### src/include/useq_defines.svh
//////////////////////////////////////////////////
// Select codes follow the control ROM encoding
// Address bits are little-endian, bit 11 is MSB
//////////////////////////////////////////////////

`ifndef USEQ_DEFINES_SVH
`define USEQ_DEFINES_SVH

// Microcode address width
`define USEQ_ADDR_W       12

// Return stack entries
`define USEQ_STACK_DEPTH  4

// High dispatch select, address bits 11..4
`define DISP_SELH_DIAG    2'd0
`define DISP_SELH_RET     2'd1
`define DISP_SELH_J       2'd2
`define DISP_SELH_AREAD   2'd3

// Low dispatch select with enable 10
`define DISP_SEL_DIAG     3'd0
`define DISP_SEL_RET      3'd1
`define DISP_SEL_MUL      3'd2
`define DISP_SEL_PF       3'd3
`define DISP_SEL_NI       3'd4
`define DISP_SEL_BYTE     3'd5
`define DISP_SEL_EA       3'd6
`define DISP_SEL_SCAD     3'd7

// Low dispatch select with enable 40
`define DISP_SEL_ZERO     3'd0
`define DISP_SEL_DP18TO21 3'd1
`define DISP_SEL_J        3'd2
`define DISP_SEL_AREAD    3'd3
`define DISP_SEL_NORM     3'd4
`define DISP_SEL_DP32TO35 3'd5
`define DISP_SEL_DROMA    3'd6
`define DISP_SEL_DROMB    3'd7

// Skip code that never skips
`define SKIP_NONE         4'd0

`endif
### src/useqPkg.sv
//////////////////////////////////////////////////
// Only the sequencer fields of the control word
// Return dispatch source comes from the stack
//////////////////////////////////////////////////

`include "useq_defines.svh"

package useqPkg;

   // Microcode address
   typedef logic [`USEQ_ADDR_W-1:0] useqAddr_t;

   // Low dispatch value, address bits 3..0
   typedef logic [3:0] dispNibble_t;

   // Datapath word, bit 35 is MSB
   typedef logic [35:0] dpWord_t;

   // Skip conditions
   // Bit 0 is never selected
   typedef logic [15:0] skipConds_t;

   // Sequencer fields of the control ROM word
   typedef struct packed {
      useqAddr_t   jump;
      logic        dispEn10;
      logic        dispEn20;
      logic        dispEn40;
      logic [1:0]  dispSelH;
      logic [2:0]  dispSel;
      logic [3:0]  skipSel;
      logic        call;
      logic        ret;
   } cromCtl_t;

   // External dispatch sources
   typedef struct packed {
      // Full width sources
      useqAddr_t   diag;
      useqAddr_t   jDisp;
      useqAddr_t   aread;
      // Low nibble sources
      dispNibble_t mul;
      dispNibble_t pf;
      dispNibble_t ni;
      dispNibble_t byteDisp;
      dispNibble_t ea;
      dispNibble_t scad;
      dispNibble_t norm;
      dispNibble_t dromA;
      dispNibble_t dromB;
   } dispSrc_t;

endpackage

### src/microSequencer.sv
//////////////////////////////////////////////////
// No handshake, a new control word every clock
// addr follows the inputs one edge later
//////////////////////////////////////////////////

`timescale 1ns/1ns

module microSequencer (
   input  logic                clk,
   input  logic                rstN,
   input  useqPkg::cromCtl_t   crom,
   input  useqPkg::dpWord_t    dp,
   input  useqPkg::dispSrc_t   dispSrc,
   input  useqPkg::skipConds_t skipConds,
   output useqPkg::useqAddr_t  addr,
   output logic                stackOverflow
);

   // Dispatch bits to OR into the jump field
   useqPkg::useqAddr_t dispAddr;

   // Selected skip condition
   logic               skipBit;

   // Stack top, also the return dispatch source
   useqPkg::useqAddr_t retAddr;

   //////////////////////////////////////////////////
   // Address sources
   //////////////////////////////////////////////////

   dispatchSelect dispatchSelect_i (
      .crom     (crom),
      .dp       (dp),
      .dispSrc  (dispSrc),
      .retAddr  (retAddr),
      .dispAddr (dispAddr)
   );

   skipSelect skipSelect_i (
      .skipSel   (crom.skipSel),
      .skipConds (skipConds),
      .skipBit   (skipBit)
   );

   //////////////////////////////////////////////////
   // Address register and return stack
   //////////////////////////////////////////////////

   nextAddress nextAddress_i (
      .clk           (clk),
      .rstN          (rstN),
      .crom          (crom),
      .dispAddr      (dispAddr),
      .skipBit       (skipBit),
      .addr          (addr),
      .retAddr       (retAddr),
      .stackOverflow (stackOverflow)
   );

endmodule

### src/nextAddress.sv
//////////////////////////////////////////////////
// Full stack push drops the oldest entry
// Empty stack pops as zero, overflow flag sticks
//////////////////////////////////////////////////

`timescale 1ns/1ns

`include "useq_defines.svh"

module nextAddress (
   input  logic               clk,
   input  logic               rstN,
   input  useqPkg::cromCtl_t  crom,
   input  useqPkg::useqAddr_t dispAddr,
   input  logic               skipBit,
   output useqPkg::useqAddr_t addr,
   output useqPkg::useqAddr_t retAddr,
   output logic               stackOverflow
);

   // Room for counts 0 through depth
   localparam int DepthW = $clog2(`USEQ_STACK_DEPTH + 1);

   // Entry 0 is the top of stack
   useqPkg::useqAddr_t stack [`USEQ_STACK_DEPTH];

   // Number of valid entries
   logic [DepthW-1:0]  depth;

   logic               stackFull;
   logic               push;
   logic               pop;
   useqPkg::useqAddr_t baseAddr;
   useqPkg::useqAddr_t nextAddr;

   //////////////////////////////////////////////////
   // Next address forming
   //////////////////////////////////////////////////

   // Ret has priority, a combined call is ignored
   assign pop       = crom.ret;
   assign push      = crom.call & ~crom.ret;
   assign stackFull = (depth == DepthW'(`USEQ_STACK_DEPTH));

   // Stack top, zero when nothing is pushed
   assign retAddr = (depth != '0) ? stack[0] : '0;

   // Return replaces the jump field
   assign baseAddr = pop ? retAddr : crom.jump;

   // Dispatch and skip can only set bits
   always_comb
   begin
      nextAddr    = baseAddr | dispAddr;
      nextAddr[0] = nextAddr[0] | skipBit;
   end

   //////////////////////////////////////////////////
   // Address register
   //////////////////////////////////////////////////

   always_ff @(posedge clk or negedge rstN)
   begin
      if (!rstN)
      begin
         addr <= '0;
      end
      else
      begin
         addr <= nextAddr;
      end
   end

   //////////////////////////////////////////////////
   // Return stack
   //////////////////////////////////////////////////

   // Entries shift down on push, up on pop
   always_ff @(posedge clk)
   begin
      if (push)
      begin
         // Bottom entry falls off when full
         for (int i = `USEQ_STACK_DEPTH - 1; i > 0; i--)
         begin
            stack[i] <= stack[i-1];
         end
         stack[0] <= addr + `USEQ_ADDR_W'(1);
      end
      else if (pop)
      begin
         for (int i = 0; i < `USEQ_STACK_DEPTH - 1; i++)
         begin
            stack[i] <= stack[i+1];
         end
      end
   end

   // Depth count and sticky overflow
   always_ff @(posedge clk or negedge rstN)
   begin
      if (!rstN)
      begin
         depth         <= '0;
         stackOverflow <= 1'b0;
      end
      else
      begin
         if (push)
         begin
            if (stackFull)
            begin
               // Depth saturates
               stackOverflow <= 1'b1;
            end
            else
            begin
               depth <= depth + DepthW'(1);
            end
         end
         else if (pop && (depth != '0))
         begin
            depth <= depth - DepthW'(1);
         end
      end
   end

endmodule

### src/skipSelect.sv
//////////////////////////////////////////////////
// Combinational, skip only ever sets address bit 0
//////////////////////////////////////////////////

`timescale 1ns/1ns

`include "useq_defines.svh"

module skipSelect (
   input  logic [3:0]          skipSel,
   input  useqPkg::skipConds_t skipConds,
   output logic                skipBit
);

   //////////////////////////////////////////////////
   // Skip condition select
   //////////////////////////////////////////////////

   // Raw indexed condition
   logic condBit;

   // Codes 1 to 15 pick the matching flag
   // Flag 0 has no meaning and is masked below
   assign condBit = skipConds[skipSel];

   // Never skip on the idle code
   always_comb
   begin
      if (skipSel == `SKIP_NONE)
      begin
         skipBit = 1'b0;
      end
      else
      begin
         skipBit = condBit;
      end
   end

endmodule

### src/dispatchSelect.sv
//////////////////////////////////////////////////
// Purely combinational, result can only set bits
// Enable 40 overrides enable 10 on the low nibble
//////////////////////////////////////////////////

`timescale 1ns/1ns

`include "useq_defines.svh"

module dispatchSelect (
   input  useqPkg::cromCtl_t  crom,
   input  useqPkg::dpWord_t   dp,
   input  useqPkg::dispSrc_t  dispSrc,
   input  useqPkg::useqAddr_t retAddr,
   output useqPkg::useqAddr_t dispAddr
);

   //////////////////////////////////////////////////
   // N-way dispatch multiplexer
   //////////////////////////////////////////////////

   always_comb
   begin
      // Nothing selected, no bits set
      dispAddr = '0;

      // High bits 11..4
      if (crom.dispEn20)
      begin
         case (crom.dispSelH)
            `DISP_SELH_DIAG:
               dispAddr[11:4] = dispSrc.diag[11:4];
            `DISP_SELH_RET:
               dispAddr[11:4] = retAddr[11:4];
            `DISP_SELH_J:
               dispAddr[11:4] = dispSrc.jDisp[11:4];
            `DISP_SELH_AREAD:
               dispAddr[11:4] = dispSrc.aread[11:4];
         endcase
      end

      // Low bits 3..0, group 10
      if (crom.dispEn10)
      begin
         case (crom.dispSel)
            `DISP_SEL_DIAG:
               dispAddr[3:0] = dispSrc.diag[3:0];
            `DISP_SEL_RET:
               dispAddr[3:0] = retAddr[3:0];
            `DISP_SEL_MUL:
               dispAddr[3:0] = dispSrc.mul;
            `DISP_SEL_PF:
               dispAddr[3:0] = dispSrc.pf;
            `DISP_SEL_NI:
               dispAddr[3:0] = dispSrc.ni;
            `DISP_SEL_BYTE:
               dispAddr[3:0] = dispSrc.byteDisp;
            `DISP_SEL_EA:
               dispAddr[3:0] = dispSrc.ea;
            `DISP_SEL_SCAD:
               dispAddr[3:0] = dispSrc.scad;
         endcase
      end

      // Low bits 3..0, group 40
      // Evaluated last so it wins over group 10
      if (crom.dispEn40)
      begin
         case (crom.dispSel)
            `DISP_SEL_ZERO:
               dispAddr[3:0] = 4'b0000;
            // Big-endian dp 18..21
            `DISP_SEL_DP18TO21:
               dispAddr[3:0] = dp[17:14];
            `DISP_SEL_J:
               dispAddr[3:0] = dispSrc.jDisp[3:0];
            `DISP_SEL_AREAD:
               dispAddr[3:0] = dispSrc.aread[3:0];
            `DISP_SEL_NORM:
               dispAddr[3:0] = dispSrc.norm;
            // Big-endian dp 32..35
            `DISP_SEL_DP32TO35:
               dispAddr[3:0] = dp[3:0];
            `DISP_SEL_DROMA:
               dispAddr[3:0] = dispSrc.dromA;
            `DISP_SEL_DROMB:
               dispAddr[3:0] = dispSrc.dromB;
         endcase
      end
   end

endmodule

### config.mk
export PLATFORM = sky130hd
export DESIGN_NAME = microSequencer
export DESIGN_NICKNAME = d
export VERILOG_FILES = /design/src/useqPkg.sv /design/src/microSequencer.sv /design/src/nextAddress.sv /design/src/skipSelect.sv /design/src/dispatchSelect.sv
export VERILOG_INCLUDE_DIRS = /design/src /design/src/include
export SDC_FILE = /design/constraint.sdc
export NUM_CORES = 1
export LEC_CHECK = 0
export BUFFER_PORTS_ARGS = -buffer_cell sky130_fd_sc_hd__buf_4
export CAP_MARGIN = 0
export CORE_ASPECT_RATIO = 2
export CORE_UTILIZATION = 40
export DETAILED_ROUTE_END_ITERATION = 8
export PLACE_DENSITY = 0.74
export REMOVE_ABC_BUFFERS = 1
export SLEW_MARGIN = 20
export SYNTH_ARGS = -nofsm -noshare
export SYNTH_HDL_FRONTEND = slang
export SYNTH_SLANG_ARGS = --single-unit
### constraint.sdc
create_clock -name clk -period 2.5 [get_ports clk]
set_input_delay 0.5 -clock clk [delete_from_list [all_inputs] [get_ports clk]]
set_output_delay 0.5 -clock clk [all_outputs]
set_load 0.01 [all_outputs]
# --- Word level (Yosys, flattened, before mapping) ---
# Memory sizes are Yosys's and may differ from the RTL's.
# Cells that the tools add are included.
op_classes:
  n_addsub: 3
  n_lt_le_gt_ge: 1
  n_eq_ne: 12
  muxes: 22
  n_bitwise: 7
  reduce_logical: 8
op_table:
  columns: ["cell", "n"]
  rows:
  - ["case mux 4 bit (8 select lines)", 2]
  - ["2-to-1 mux 12 bit", 5]
  - ["case mux 8 bit (4 select lines)", 1]
  - ["== test 3 bit, second input constant", 5]
  - ["adder 12 x 1 -> 12 bit, second input constant", 1]
  - ["OR 12 bit", 1]
  - ["2-to-1 mux 3 bit", 3]
  - ["2-to-1 mux 4 bit", 2]
  - ["2-to-1 mux 8 bit", 1]
  - ["2-to-1 mux 1 bit", 7]
  - ["== test 3 x 2 -> 1 bit, second input constant", 2]
  - ["less-than comparator 4 x 5 -> 1 bit, second input constant", 1]
  - ["binary-select mux 1 bit (select 4 bit)", 1]
  - ["== test 2 bit, second input constant", 2]
  - ["logical NOT 4 bit", 1]
  - ["OR 1 bit", 4]
  - ["AND reduction 2 bit", 2]
  - ["adder 3 x 1 -> 3 bit, second input constant", 1]
  - ["== test 3 x 1 -> 1 bit, second input constant", 1]
  - ["logical NOT 3 bit", 1]
  - ["nonzero test 3 bit", 1]
  - ["subtractor 3 x 1 -> 3 bit, second input constant", 1]
  - ["== test 2 x 1 -> 1 bit, second input constant", 1]
  - ["logical NOT 2 bit", 1]
  - ["5 further kinds", 5]
word_totals:
  regBits: 16
  ramBits: 48
  inputBits: 152
  output_inout_bits: 13
  word_cells: 57
  mem_count: 1
mem_list:
  columns: ["memory", "depth", "word_bits", "rd", "rd_ports_with_merged_regs", "wr", "line", "rtl"]
  rows:
  - ["nextAddress_i.stack", 4, 12, 4, 0, 4, "nextAddress.sv:25", "useqPkg::useqAddr_t stack [`USEQ_STACK_DEPTH];"]

# --- Depth between registers and ports, before layout ---
logic_depth:
  depth_word: 7
  mapped_depth: 8
  ltp_nobuf: 6

# --- Cells and area by module ---
# A second synthesis with hierarchy kept.
unflattened:
  hier_cells: 312
  area_unflattened_um2: 3905.0
by_module_without_submodules:
  columns: ["module", "n_inst", "cells_each", "area_per_inst_um2"]
  rows:
  - ["nextAddress", 1, 210, 2917.8]
  - ["dispatchSelect", 1, 92, 847.1]
  - ["skipSelect", 1, 10, 140.1]

# --- Worst setup path after synthesis ---
# Ideal clock, no wire load.
synth_path:
  path_type: "in2reg"
  from: "input port crom[3] (netlist name)"
  to: "register nextAddress_i.addr[0]"
  setup_time_ns: 0.131
  t_arrival_ns: 1.915
  required_ns: 2.369
  slack_ns: 0.453
  cell_stages: 6
  n_path_buf: 1
  cell_sequence: "buf_2 mux4_2 mux2_2 nand2_1 o2111ai_1 or3_1"
synth_between:
  elab_chain_len: 4
  elab_cells_between_ends: 5
synth_lines:
  columns: ["item", "line", "rtl"]
  rows:
  - ["start, declared", "microSequencer.sv:11", "input useqPkg::cromCtl_t crom,"]
  - ["binary-select mux 1 bit (select 4 bit)", "skipSelect.sv:24", "assign condBit = skipConds[skipSel];"]
  - ["2-to-1 mux 1 bit (not written as such)", "skipSelect.sv:24", null]
  - ["2-to-1 mux 1 bit (*)", "skipSelect.sv:29", "if (skipSel == `SKIP_NONE)"]
  - ["OR 1 bit (*)", "nextAddress.sv:55", "nextAddr[0] = nextAddr[0] | skipBit;"]
  - ["named net nextAddress_i.nextAddr[0]", "nextAddress.sv:34", "useqPkg::useqAddr_t nextAddr;"]
  - ["end signal, assigned", "nextAddress.sv:70", "addr <= nextAddr;"]
  - ["end, declared", "nextAddress.sv:16", "output useqPkg::useqAddr_t addr,"]
# Mark *: on every way through the listed nets, which the timed path passes. The rest lies on a longest branch. The select of a mux whose other input is x is not followed.
# A chain may end at the register's enable or synchronous reset.

# --- Worst setup path in the final report ---
layout_path:
  from: "register nextAddress_i.depth[1]"
  to: "register nextAddress_i.addr[11]"
layout_between:
  elab_chain_len: 5
  elab_cells_between_ends: 6
layout_lines:
  columns: ["item", "line", "rtl"]
  rows:
  - ["start, declared", "nextAddress.sv:28", "logic [DepthW-1:0] depth;"]
  - ["start signal, assigned", "nextAddress.sv:118", "depth <= depth + DepthW'(1);"]
  - ["start signal, assigned", "nextAddress.sv:123", "depth <= depth - DepthW'(1);"]
  - ["nonzero test 3 bit (*)", "nextAddress.sv:46", "assign retAddr = (depth != '0) ? stack[0] : '0;"]
  - ["2-to-1 mux 12 bit (*)", "nextAddress.sv:46", null]
  - ["case mux 8 bit (4 select lines)", "dispatchSelect.sv:30", "case (crom.dispSelH)"]
  - ["2-to-1 mux 8 bit", "dispatchSelect.sv:28", "if (crom.dispEn20)"]
  - ["OR 12 bit (*)", "nextAddress.sv:54", "nextAddr = baseAddr | dispAddr;"]
  - ["named net nextAddress_i.nextAddr[11]", "nextAddress.sv:34", null]
# Mark *: on every way through the listed nets, which the timed path passes. The rest lies on a longest branch.

==> results.toml <==
[status]
status = "complete, no violations"

[job]
drv_cap = 0

[timing]
finalHoldViolCount = 0
rsz0062_at_grt = "no"
fin_ws_ps = 410
period_minus_slack_ps = 2090
setup_viol = 0
slew_viol_final = 0
worst_pin_slew_ps = 866
period_share = 0.836
fmax_mhz = 478
relSlewSlack = 0.423
clock_skew_ps = 4.56

[yosys]
synthXorXnorAreaFrac = 0.0235
synthArstFlopShare = 0.250
yosysWarningCount = 0
syn_area_per_cell_sq_um = 11.2
synth_cells = 334
synth_edf_count = 48
synth_compound_area_frac = 0.185
ys_ff_latch = 64
synth_ff_type = "edfxtp_1"
synth_fa_ha_area_frac = 0.00873
syn_area_sq_mm = 0.00373
synthSimpleGateAreaFrac = 0.142
synth_top_family_by_area = "compound AO/OA/AOI/OAI gates"
seq_area_frac_synth = 0.494
synth_mux_area_frac = 0.109
ys_types = 45

[clock_network]
cts-root-buf = "clkbuf_16"
clock_latency_ps = 330
hold_buffers = 0
cts_setup_buffers = 0
clockBufferDepth = 2
cts_htree_levels = 3
cts_buffers = 9
path_clk_slew_ps = 50
cts.repair.resized = 0
cts_sinks = 64
cts_tree = "built"

[setup_path]
ff2ff_setup_slack_ps = 410
cpPeakStageDelay_ps = 510
critPathTopFamily = "simple AND/OR/NAND/NOR gates"
cp_num_cells = 4
crit_slowest_cell = "or3_4"
cp_max_fo = 14
critical_path_class = "register to register"
crit_arrival_ps = 2290
r2r-end = "nextAddress_i.addr[11]"
reg2reg_from = "nextAddress_i.depth[1]"
r2r_cells = 4
crit_path_start_kind = "register"
crit_path_end_kind = "register"
crit_chain = "or3_4, and2_2, mux4_2, a221o_1"
crit_required_ps = 2700
crit_buf_inv = 0

[route]
drc = 0
drt-initial-drc-count = 232
dr.pass1.iters = 4
vias_per_cell = 5.72
vias = 3224
routed_wl_microns = 9960
drtAntennaViolNets = 0
wl_per_cell_microns = 17.7

[layout]
design_area_sq_mm = 0.00504
layout_common_cells = "buf_4, edfxtp_1, nand2_1"
final_common_cell = "buf_4"
area_growth_pct = 35.4
finalNetCount = 611
layout-drive-gt1-share = 0.392
antenna_cells = 0
stdcell_count = 564

[power_and_ir_drop]
ir_worst_vdd_mv = 0.450
p_per_area_mw_per_mm2 = 687
leakagePower_uw = 0.00212

[global_routing]
grt_max_degree = 75
grt_remaining_overflow = 0
grt_use_total = 0.212
grt_pass1_wl_microns = 16000
first_global_vias = 3381
antenna_found_initial = 0

[floorplan]
die_w_microns = 70.2
pin_count = 165
die-area_sq_mm = 0.00973
dieHeight_microns = 138
rows = 49
core_sq_mm = 0.00901
initial_utilization = 0.413

[placement]
dpl.hpwl_microns = 7300
io_buffers = 135
place_ws_ps = 394
placed_cell_area_sq_mm = 0.00478
place_inst = 548
place_congestion = 0.761

[worst_hold_path]
hold_path_class = "input port to async pin"
## state kept, by name, summed over array words and instances, names as in the netlist
name,flops
nextAddress_i.stack,48
nextAddress_i.addr,12
nextAddress_i.depth,3
nextAddress_i.stackOverflow,1
## layer usage
layer / global-route usage / up-vias / share of wire
met5: 0 / - / 0
met4: 0.0958 / 0 / 0.027
met3: 0.0423 / 16 / 0.058
met2: 0.389 / 147 / 0.56
met1: 0.226 / 1543 / 0.36
li1: - / 1518 / -
## worst max path at each step
stage | startpoint | end | slack [ps]
2_1_floorplan | crom[1] | nextAddress_i.depth[1] | -420
3_3_place_gp | crom[3] | nextAddress_i.addr[0] | 400
3_5_place_dp | crom[3] | nextAddress_i.addr[0] | 390
4_1_cts | nextAddress_i.depth[1] | nextAddress_i.addr[11] | 410
5_1_grt | nextAddress_i.depth[1] | nextAddress_i.addr[4] | 360
6_report | nextAddress_i.depth[1] | nextAddress_i.addr[11] | 410
## through the flow
step	hold WS, ps	util	total power (uW)	TNS [ps]
final	40.6	0.560	3470	0
after global routing	57.4	0.560	3620	0
after CTS	47.2	0.560	3470	0
after detailed placement	392	0.530	2350	0
after global placement	393	0.530	2320	0
after floorplan	204	-	1940	-780
## logic make-up after synthesis
logic type	after synthesis
AOI/OAI and AO/OA	97
buffers and inverters	34
and+or+nand+nor	102
adders and majority gates	2
muxes	25
xor gates and xnor gates	10
DFF	64
## cell usage after synthesis (all sizes together), types with 8 or more instances
| master | instances | share of area |
|---|---|---|
| a21oi | 11 | 0.015 |
| a221o | 9 | 0.024 |
| a22o | 19 | 0.045 |
| and2 | 8 | 0.017 |
| buf | 12 | 0.016 |
| clkbuf | 13 | 0.013 |
| dfrtp | 16 | 0.11 |
| edfxtp | 48 | 0.39 |
| inv | 9 | 0.0091 |
| mux2i | 8 | 0.021 |
| mux4 | 12 | 0.073 |
| nand2 | 40 | 0.040 |
| nand3 | 8 | 0.011 |
| nor2 | 10 | 0.010 |
| nor2b | 20 | 0.034 |
| o21ai | 27 | 0.036 |
## final cells by class
class                      instances  area [sq um]
clock buffer                      13           250
clock inverter                     3          17.5
fill                             804          3970
inverter                           9          33.8
multi-input combinational        236          1750
sequential                        64          1840
tap                              102           128
timing repair buffer             137          1030
## power by group
group          internal (uW)  switching [uW]
Clock                    694             433
Sequential              1330             152
Combinational            475             382
Total                   2500             967
No activity file was read; power rests on OpenSTA's default activity.
